--- src/verilog/pe_pkg.sv ---
/* pe package
   widths, depths and the packed beats shared by the processing element */
`default_nettype none

package pe_pkg;

    // =========================================================================
    // sizes
    // =========================================================================
    localparam int PIX_W       = 16;  // pixel and weight width
    localparam int PSUM_W      = 32;  // partial sum width
    localparam int PAD_DEPTH   = 12;  // if_pad entries and initial pixel credits
    localparam int PAD_AW      = 4;
    localparam int WPAD_DEPTH  = 8;   // max filter length
    localparam int WPAD_AW     = 3;
    localparam int OUT_CREDITS = 4;   // psum credits after reset
    localparam int LEN_W       = 8;
    localparam int CRED_W      = 3;   // holds 0..OUT_CREDITS

    // =========================================================================
    // beats and commands
    // =========================================================================
    typedef struct packed {
        logic [WPAD_AW:0] filt_len;  // 1..8
        logic [LEN_W-1:0] out_len;   // 1..255
    } pe_cfg_t;

    typedef struct packed {
        logic                    valid;
        logic signed [PIX_W-1:0] pix;
    } pix_beat_t;

    typedef struct packed {
        logic                    valid;
        logic signed [PIX_W-1:0] wgt;
    } wgt_beat_t;

    typedef struct packed {
        logic                     valid;
        logic signed [PSUM_W-1:0] sum;
    } psum_beat_t;

    // one read per cycle from the window walker
    typedef struct packed {
        logic               en;
        logic [WPAD_AW-1:0] off;   // offset from window base
        logic               last;  // final term of the window
    } pad_rd_t;

    typedef struct packed {
        logic                    valid;
        logic                    last;
        logic                    zero;
        logic signed [PIX_W-1:0] pix;
        logic signed [PIX_W-1:0] wgt;
    } term_t;

endpackage

`default_nettype wire

--- src/verilog/if_pad.sv ---
/* input feature pad
   circular pixel file with zero flags, sliding read window and credit return */
`timescale 1ns/10ps
`default_nettype none

module if_pad
    import pe_pkg::*;
(
    input  logic              i_clk,
    input  logic              i_rstn,
    input  pix_beat_t         pix_in,
    input  pad_rd_t           rd,
    input  logic              pop,
    input  logic              flush,
    output logic [PAD_AW-1:0] fill,
    output logic              zero_flag,
    output logic [PIX_W-1:0]  pix_q,
    output logic              zero_q,
    output logic              pix_credit
);

    logic [PIX_W-1:0]     mem [PAD_DEPTH];
    logic [PAD_DEPTH-1:0] zflag;  // one zero bit per entry
    logic [PAD_AW-1:0]    wr_ptr;
    logic [PAD_AW-1:0]    base;   // window base
    logic [PAD_AW-1:0]    wr_addr;
    logic [PAD_AW:0]      rd_sum;
    logic [PAD_AW-1:0]    rd_addr;

    // wraps at PAD_DEPTH rather than a power of two
    function automatic logic [PAD_AW-1:0] ptr_inc(input logic [PAD_AW-1:0] p);
        if (p == PAD_AW'(PAD_DEPTH - 1)) begin
            return '0;
        end
        return p + 1'b1;
    endfunction

    // =========================================================================
    // addressing
    // =========================================================================
    assign wr_addr = flush ? '0 : wr_ptr;  // beat arriving with flush lands at 0
    assign rd_sum  = {1'b0, base} + (PAD_AW+1)'(rd.off);

    always_comb begin
        if (rd_sum >= (PAD_AW+1)'(PAD_DEPTH)) begin
            rd_addr = PAD_AW'(rd_sum - (PAD_AW+1)'(PAD_DEPTH));
        end else begin
            rd_addr = rd_sum[PAD_AW-1:0];
        end
    end

    assign zero_flag = zflag[rd_addr];  // to w_pad in the same cycle

    // =========================================================================
    // storage
    // =========================================================================
    always_ff @(posedge i_clk) begin
        if (pix_in.valid) begin
            mem[wr_addr]   <= pix_in.pix;
            zflag[wr_addr] <= (pix_in.pix == '0);
        end
    end

    // registered read against the old base when pop is high
    always_ff @(posedge i_clk) begin
        if (rd.en) begin
            pix_q  <= mem[rd_addr];
            zero_q <= zflag[rd_addr];
        end
    end

    // =========================================================================
    // pointers, fill and credits
    // =========================================================================
    always_ff @(posedge i_clk or negedge i_rstn) begin
        if (!i_rstn) begin
            wr_ptr     <= '0;
            base       <= '0;
            fill       <= '0;
            pix_credit <= 1'b0;
        end else begin
            pix_credit <= pop;  // one credit per freed entry
            if (flush) begin
                // pad is empty after the drain
                base   <= '0;
                wr_ptr <= pix_in.valid ? PAD_AW'(1) : '0;
                fill   <= pix_in.valid ? PAD_AW'(1) : '0;
            end else begin
                if (pix_in.valid) begin
                    wr_ptr <= ptr_inc(wr_ptr);
                end
                if (pop) begin
                    base <= ptr_inc(base);
                end
                case ({pix_in.valid, pop})
                    2'b10:   fill <= fill + 1'b1;
                    2'b01:   fill <= fill - 1'b1;
                    default: fill <= fill;  // both or neither
                endcase
            end
        end
    end

endmodule

`default_nettype wire

--- src/verilog/w_pad.sv ---
/* weight pad
   filter row register file, read skipped when the paired pixel is zero */
`timescale 1ns/10ps
`default_nettype none

module w_pad
    import pe_pkg::*;
(
    input  logic             i_clk,
    input  logic             i_rstn,
    input  wgt_beat_t        w_in,
    input  logic             busy,
    input  logic             done,
    input  pad_rd_t          rd,
    input  logic             zero_flag,
    output logic [PIX_W-1:0] wgt_q,
    output logic             term_vld,
    output logic             term_last
);

    logic [PIX_W-1:0]   mem [WPAD_DEPTH];
    logic [WPAD_AW-1:0] wr_ptr;
    logic               wr_en;

    assign wr_en = w_in.valid && !busy;  // load only while idle

    // =========================================================================
    // load
    // =========================================================================
    always_ff @(posedge i_clk) begin
        if (wr_en) begin
            mem[wr_ptr] <= w_in.wgt;
        end
    end

    always_ff @(posedge i_clk or negedge i_rstn) begin
        if (!i_rstn) begin
            wr_ptr <= '0;
        end else if (done) begin
            wr_ptr <= '0;  // next row starts at index 0
        end else if (wr_en) begin
            wr_ptr <= wr_ptr + 1'b1;
        end
    end

    // =========================================================================
    // read
    // =========================================================================
    // zero pixel leaves the old weight in place
    always_ff @(posedge i_clk) begin
        if (rd.en && !zero_flag) begin
            wgt_q <= mem[rd.off];
        end
    end

    // tag travels with the pixel read
    always_ff @(posedge i_clk or negedge i_rstn) begin
        if (!i_rstn) begin
            term_vld  <= 1'b0;
            term_last <= 1'b0;
        end else begin
            term_vld  <= rd.en;
            term_last <= rd.en && rd.last;
        end
    end

endmodule

`default_nettype wire

--- src/verilog/pe_ctrl.sv ---
/* pe controller
   window walk over the pads, psum credit gating, drain and flush */
`timescale 1ns/10ps
`default_nettype none

module pe_ctrl
    import pe_pkg::*;
(
    input  logic              i_clk,
    input  logic              i_rstn,
    input  logic              start,
    input  pe_cfg_t           cfg,
    input  logic [PAD_AW-1:0] fill,
    input  logic              psum_credit,
    output pad_rd_t           rd,
    output logic              pop,
    output logic              busy,
    output logic              done
);

    typedef enum logic [2:0] {
        S_IDLE,
        S_WAIT,
        S_WALK,
        S_DRAIN,
        S_FLUSH
    } state_t;

    state_t             state;
    pe_cfg_t            cfg_q;
    logic [WPAD_AW-1:0] off_cnt;     // offset in WALK, cycle count in DRAIN
    logic [LEN_W-1:0]   out_idx;
    logic [CRED_W-1:0]  credit_cnt;
    logic [WPAD_AW:0]   drain_last;
    logic               off_last;
    logic               last_win;
    logic               rsv;
    logic               can_issue;
    logic               can_chain;
    logic               drain_pop;
    logic               drain_end;

    // =========================================================================
    // decode
    // =========================================================================
    assign off_last  = ({1'b0, off_cnt} == cfg_q.filt_len - 1'b1);
    assign last_win  = (out_idx == cfg_q.out_len - 1'b1);
    assign rsv       = (state == S_WALK) && (off_cnt == '0);  // first read of a window
    assign can_issue = (credit_cnt != '0) && (fill >= cfg_q.filt_len);

    // pop lands this cycle, so one more entry than a window is needed
    assign can_chain = (rsv ? (credit_cnt > CRED_W'(1)) : (credit_cnt != '0))
                       && (fill > cfg_q.filt_len);

    // drain covers filt_len-1 pops, and at least two cycles for the mac tail
    assign drain_last = (cfg_q.filt_len > (WPAD_AW+1)'(3)) ? cfg_q.filt_len - 2'd2
                                                          : (WPAD_AW+1)'(1);
    assign drain_pop  = ({1'b0, off_cnt} < cfg_q.filt_len - 1'b1);
    assign drain_end  = ({1'b0, off_cnt} == drain_last);

    assign rd   = '{en: (state == S_WALK), off: off_cnt, last: (state == S_WALK) && off_last};
    assign pop  = ((state == S_WALK) && off_last) || ((state == S_DRAIN) && drain_pop);
    assign busy = (state != S_IDLE);
    assign done = (state == S_FLUSH);

    // =========================================================================
    // psum credits
    // =========================================================================
    always_ff @(posedge i_clk or negedge i_rstn) begin
        if (!i_rstn) begin
            credit_cnt <= CRED_W'(OUT_CREDITS);
        end else begin
            case ({rsv, psum_credit})
                2'b10:   credit_cnt <= credit_cnt - 1'b1;
                2'b01:   credit_cnt <= credit_cnt + 1'b1;
                default: credit_cnt <= credit_cnt;
            endcase
        end
    end

    // =========================================================================
    // fsm
    // =========================================================================
    always_ff @(posedge i_clk or negedge i_rstn) begin
        if (!i_rstn) begin
            state   <= S_IDLE;
            cfg_q   <= '0;
            off_cnt <= '0;
            out_idx <= '0;
        end else begin
            case (state)
                S_IDLE: begin
                    if (start) begin
                        cfg_q   <= cfg;
                        out_idx <= '0;
                        state   <= S_WAIT;
                    end
                end
                S_WAIT: begin
                    if (can_issue) begin
                        state <= S_WALK;
                    end
                end
                S_WALK: begin
                    if (off_last) begin
                        off_cnt <= '0;
                        out_idx <= out_idx + 1'b1;
                        if (last_win) begin
                            state <= S_DRAIN;
                        end else if (!can_chain) begin
                            state <= S_WAIT;  // stall for pixels or credit
                        end
                    end else begin
                        off_cnt <= off_cnt + 1'b1;
                    end
                end
                S_DRAIN: begin
                    off_cnt <= off_cnt + 1'b1;
                    if (drain_end) begin
                        state <= S_FLUSH;
                    end
                end
                default: begin  // S_FLUSH lasts one cycle
                    off_cnt <= '0;
                    state   <= S_IDLE;
                end
            endcase
        end
    end

endmodule

`default_nettype wire

--- src/verilog/mac_unit.sv ---
/* mac unit
   signed multiply-accumulate with zero skip, one psum per window */
`timescale 1ns/10ps
`default_nettype none

module mac_unit
    import pe_pkg::*;
(
    input  logic       i_clk,
    input  logic       i_rstn,
    input  term_t      term,
    output psum_beat_t psum_out
);

    logic signed [PSUM_W-1:0] acc;
    logic signed [PSUM_W-1:0] prod;
    logic signed [PSUM_W-1:0] acc_nxt;
    logic signed [PSUM_W-1:0] out_sum;
    logic                     out_vld;

    // full 16x16 product fits in 32 bits
    assign prod    = $signed(term.pix) * $signed(term.wgt);
    assign acc_nxt = term.zero ? acc : acc + prod;  // zero pixel adds nothing

    // =========================================================================
    // accumulate
    // =========================================================================
    always_ff @(posedge i_clk or negedge i_rstn) begin
        if (!i_rstn) begin
            acc     <= '0;
            out_vld <= 1'b0;
        end else begin
            out_vld <= term.valid && term.last;
            if (term.valid) begin
                acc <= term.last ? '0 : acc_nxt;  // fresh start per window
            end
        end
    end

    always_ff @(posedge i_clk) begin
        if (term.valid && term.last) begin
            out_sum <= acc_nxt;
        end
    end

    assign psum_out = '{valid: out_vld, sum: out_sum};

endmodule

`default_nettype wire

--- src/verilog/pe_top.sv ---
/* processing element top
   pads, window controller and mac joined into one row-stationary pe */
`timescale 1ns/10ps
`default_nettype none

module pe_top
    import pe_pkg::*;
(
    input  logic       i_clk,
    input  logic       i_rstn,
    input  pe_cfg_t    cfg,
    input  logic       start,
    input  wgt_beat_t  w_in,
    input  pix_beat_t  pix_in,
    output logic       pix_credit,
    output psum_beat_t psum_out,
    input  logic       psum_credit,
    output logic       busy,
    output logic       done
);

    pad_rd_t           rd;
    logic              pop;
    logic [PAD_AW-1:0] fill;
    logic              zero_flag;
    logic [PIX_W-1:0]  pix_q;
    logic              zero_q;
    logic [PIX_W-1:0]  wgt_q;
    logic              term_vld;
    logic              term_last;
    term_t             term;

    pe_ctrl u_ctrl (
        .i_clk       (i_clk),
        .i_rstn      (i_rstn),
        .start       (start),
        .cfg         (cfg),
        .fill        (fill),
        .psum_credit (psum_credit),
        .rd          (rd),
        .pop         (pop),
        .busy        (busy),
        .done        (done)
    );

    if_pad u_if_pad (
        .i_clk      (i_clk),
        .i_rstn     (i_rstn),
        .pix_in     (pix_in),
        .rd         (rd),
        .pop        (pop),
        .flush      (done),  // pointers back to 0 after drain
        .fill       (fill),
        .zero_flag  (zero_flag),
        .pix_q      (pix_q),
        .zero_q     (zero_q),
        .pix_credit (pix_credit)
    );

    w_pad u_w_pad (
        .i_clk     (i_clk),
        .i_rstn    (i_rstn),
        .w_in      (w_in),
        .busy      (busy),
        .done      (done),
        .rd        (rd),
        .zero_flag (zero_flag),
        .wgt_q     (wgt_q),
        .term_vld  (term_vld),
        .term_last (term_last)
    );

    // pixel and weight meet here one cycle after the read
    assign term = '{valid: term_vld, last: term_last, zero: zero_q, pix: pix_q, wgt: wgt_q};

    mac_unit u_mac (
        .i_clk    (i_clk),
        .i_rstn   (i_rstn),
        .term     (term),
        .psum_out (psum_out)
    );

endmodule

`default_nettype wire

--- config.mk ---
export PLATFORM = sky130hd
export DESIGN_NAME = pe_top
export DESIGN_NICKNAME = d
export VERILOG_FILES = /design/src/verilog/pe_pkg.sv /design/src/verilog/if_pad.sv /design/src/verilog/w_pad.sv /design/src/verilog/pe_ctrl.sv /design/src/verilog/mac_unit.sv /design/src/verilog/pe_top.sv
export SDC_FILE = /design/constraint.sdc
export NUM_CORES = 1
export LEC_CHECK = 0
export ABC_AREA = 1
export BUFFER_PORTS_ARGS = -buffer_cell sky130_fd_sc_hd__buf_2
export CAP_MARGIN = 10
export CORE_ASPECT_RATIO = 1.75
export CORE_MARGIN = 4
export CORE_UTILIZATION = 25
export CTS_CLUSTER_SIZE = 25
export DETAILED_ROUTE_END_ITERATION = 10
export GPL_TIMING_DRIVEN = 0
export PLACE_DENSITY_LB_ADDON = 0.15
export RECOVER_POWER = 50
export SYNTH_ARGS = -nofsm -noshare
export SYNTH_HDL_FRONTEND = slang
export SYNTH_SLANG_ARGS = --single-unit
--- constraint.sdc ---
create_clock -name i_clk -period 7.3 [get_ports i_clk]
set_clock_uncertainty 0.2 [all_clocks]
set_input_delay 1.46 -clock i_clk [delete_from_list [all_inputs] [get_ports i_clk]]
set_output_delay 1.46 -clock i_clk [all_outputs]
set_load 0.01 [all_outputs]
==> flow_summary_export.csv <==
group,metric,value,unit
critical_path,worst-endpoint-required,7500,ps
global_routing,grt_pass1_wl,154200,µm
route,drt_first_pass_iters,5,
route,routed.top_layer,"met5",
timing,rsz0062_at_grt,"no",
route,drtIter0Drc,916,
synth,synth_cells,3231,
synth,ys_warn_count,0,
critical_path,timing.rr.end,"u_mac.out_sum[28]",
route,antenna_left,0,
route,wl_met1,35040,µm
critical_path,r2r_slack,220,ps
synth,synth_ff_type,"edfxtp_1",
route,drc,0,
hold_path,holdPathEnd,"u_ctrl.credit_cnt[0]",
clock_tree,clkSinkCount,477,
synth,ys_ff_latch,477,
global_routing,grt_overflow,0,
timing,fin_crit,7083,ps
timing,finalSetupViolations,0,
synth,synth_area_leaders,"edfxtp_1, fa_1, inv_1",
synth,syn_area,31570,µm²
timing,tightest_slew,2800,ps
placed_design,gp_congestion,0.9108,
route,routed_wl,103800,µm
synth,syn_area_per_cell,9.772,µm²
synth,yosys.area_share.simple,0.1507,
floorplanning,fp.dieW,276.6,µm
synth,async_flop_share,0.1677,
synth,synth_top_area_cell,"edfxtp_1",
clock_tree,clk_latency,640,ps
floorplanning,die_area,132300,µm²
layout,nFillCells,13280,
floorplanning,start_util,0.2516,
placed_design,place_hpwl,84560,µm
global_routing,grt_usage,0.1561,
layout,drive_gt1_frac,0.07931,
floorplanning,io_pins,86,
timing,fin_ws,217.0,ps
clock_tree,clockBufferDepth,3,
clock_tree,cts-root-buf,"clkbuf_16",
critical_path,r2r_cells,22,
floorplanning,fp.coreArea,125500,µm²
synth,synth_top_family_by_area,"adder cells",
critical_path,cp-end-kind,"flip-flop",
critical_path,cpPeakStageDelay,750,ps
global_routing,antenna_found_initial,7,
run_status,violations,"max-capacitance violations, max-slew violations",
synth,synth.area.mux_share,0,
floorplanning,rows,172,
clock_tree,cts-buffers-inserted,48,
placed_design,portBuffers,85,
clock_tree,htree_levels,2,
floorplanning,die_h,478.1,µm
route,wl_per_cell,20.47,µm
hold_path,hp-start,"u_ctrl.credit_cnt[0]",
clock_tree,clkTransAtPathRegs,70,ps
route,vias,21910,
critical_path,crit_chain,"clkbuf_1 -> nand2_1 -> fa_1 -> inv_1 -> fa_1 -> inv_1 -> fa_1 -> inv_1 -> fa_1 -> fa_1 -> inv_1 -> fa_1 -> inv_1 -> ha_1 -> nand2_1 -> nor2_1 -> inv_1 -> nor4_1 -> nand2_1 -> nand3_1 -> nand3_1 -> and2_1",
route,wl_met3,2545,µm
timing,maxSlewViolCount,83,
route,via_per_inst,4.318,
critical_path,path_delay_family,"adder cells",
synth,synthXorXnorAreaFrac,0.008837,
global_routing,grt_max_degree,44,
synth,synth_edf_count,397,
layout,multi_input_area,14800,µm²
critical_path,critical_path_class,"flip-flop to flip-flop",
route,wl_met2,60970,µm
critical_path,regToRegStartpoint,"u_if_pad.pix_q[14]",
critical_path,arrival,7280,ps
synth,synth_nets,3700,
flow_run,maxCapViolCount,2,
critical_path,path_max_fanout,10,
synth,synth_compound_area_frac,0.07145,
global_routing,grt_pass1_vias,23750,
timing,slew_headroom,-0.8669,
hold_path,hp-class,"flip-flop to flip-flop",
critical_path,critPathSlowestCell,"edfxtp_1",
clock_tree,cts_tree,"yes",
run_status,status,"finished, violations left",
layout,syn2layout_area_growth,14.12,%
synth,synth_most_common_cell,"inv_1",
synth,synthDistinctLibCells,55,
timing,fmax,141.2,MHz
critical_path,crit_buf_inv,7,
synth,netlist_top_cells_count,"inv_1, nand2_1, edfxtp_1",
timing,hold_viol_final,0,
hold_path,hold_depth,1,
critical_path,cp-start-kind,"flip-flop",
timing,fin_crit_sh,0.9703,
layout,nets,3849,
synth,yosysSeqAreaShare,0.4410,
placed_design,post-place-ws,-465.9,ps
layout,seq_area,13920,µm²
synth,synth_adder_area_share,0.2360,
synth,yosysTopAreaCellShare,0.3776,
area by class of cell:
cell class	instances	area share
Buffer	127	0.01507
Inverter	626	0.06535
Multi-Input combinational cell	1991	0.4107
Tap cell	1653	0.05740
Timing Repair Buffer	109	0.02045
Antenna cell	4	0.0002778
Clock buffer	59	0.03591
Sequential cell	477	0.3864
Clock inverter	28	0.008438
repair_timing:
| action | 4_1_cts | 5_1_grt |
|---|---|---|
| buffers inserted | 0 | 0 |
| setup endpoints to repair | 14 | 19 |
| gates resized for setup | 15 | 32 |
| hold buffers | 0 | 0 |
| pin swaps | 0 | 2 |
through the flow:
| step | TNS (ps) | area (µm²) | instances | utilization | hold WS [ps] |
|---|---|---|---|---|---|
| after floorplan | 0 | 31570 | 3231 | - | 261.0 |
| after global placement | -2919 | 34070 | 4969 | 0.2715 | 292.9 |
| after detailed placement | -2919 | 34510 | 4993 | 0.2751 | 299.3 |
| after CTS | 0 | 36130 | 5079 | 0.2880 | 312.8 |
| after global routing | 0 | 36020 | 5071 | 0.2871 | 340.2 |
| final | 0 | 36030 | 5074 | 0.2872 | 307.8 |
registers in the layout, indices dropped and copies added (netlist names), 8 cells and up:
signal,flops
u_w_pad.mem,128
u_ctrl.out_idx,8
u_mac.acc,32
u_if_pad.pix_q,16
u_ctrl.cfg_q,12
u_w_pad.wgt_q,16
u_if_pad.mem,192
u_if_pad.zflag,12
u_mac.out_sum,32
worst max-delay path by stage:
stage,startpoint,end,slack (ps),cells after the start
floorplan,u_if_pad.pix_q[15],u_mac.out_sum[30],1120,25
global placement,u_w_pad.wgt_q[5],u_mac.out_sum[31],-500,23
detailed placement,u_w_pad.wgt_q[5],u_mac.out_sum[31],-470,23
CTS,u_if_pad.pix_q[1],u_mac.out_sum[28],0.09,22
global route,u_if_pad.pix_q[14],u_mac.out_sum[28],4,21
finish,u_if_pad.pix_q[14],u_mac.out_sum[28],220,22
per-layer routing:
metal  track usage  vias up
li1              -    10530
met3       0.01786      173
met4       0.06657        8
met5             0        -
met2        0.3295      306
met1        0.1475    10900
logic make-up (layout without fill, tap and decap cells):
kind of cell / Yosys count / in the layout
simple gates: 1154 / 1154
buf+inv: 763 / 949
flops: 477 / 477
fa+ha+maj: 419 / 419
compound gates: 387 / 387
xor+xnor: 31 / 31
other cells: 0 / 4
layout by cell type, fill, tap and decap left out, types with 15 or more instances in the layout:
| master | instances |
|---|---|
| buf_2 | 64 |
| nand2_1 | 605 |
| a31oi_1 | 18 |
| xor2_1 | 16 |
| dfrtp_1 | 79 |
| clkbuf_16 | 49 |
| nand3_1 | 104 |
| nor3_1 | 15 |
| fa_1 | 292 |
| a21oi_1 | 41 |
| o211ai_1 | 25 |
| o21ai_1 | 18 |
| o22ai_1 | 38 |
| ha_1 | 125 |
| nor2_1 | 344 |
| edfxtp_1 | 397 |
| o21ai_0 | 208 |
| inv_1 | 611 |
| clkbuf_2 | 23 |
| nor2_2 | 15 |
| clkbuf_1 | 124 |
Power is left out: the tool's default activity adds up to more than one toggle a clock period on the data nets, which glitch-free logic cannot reach.
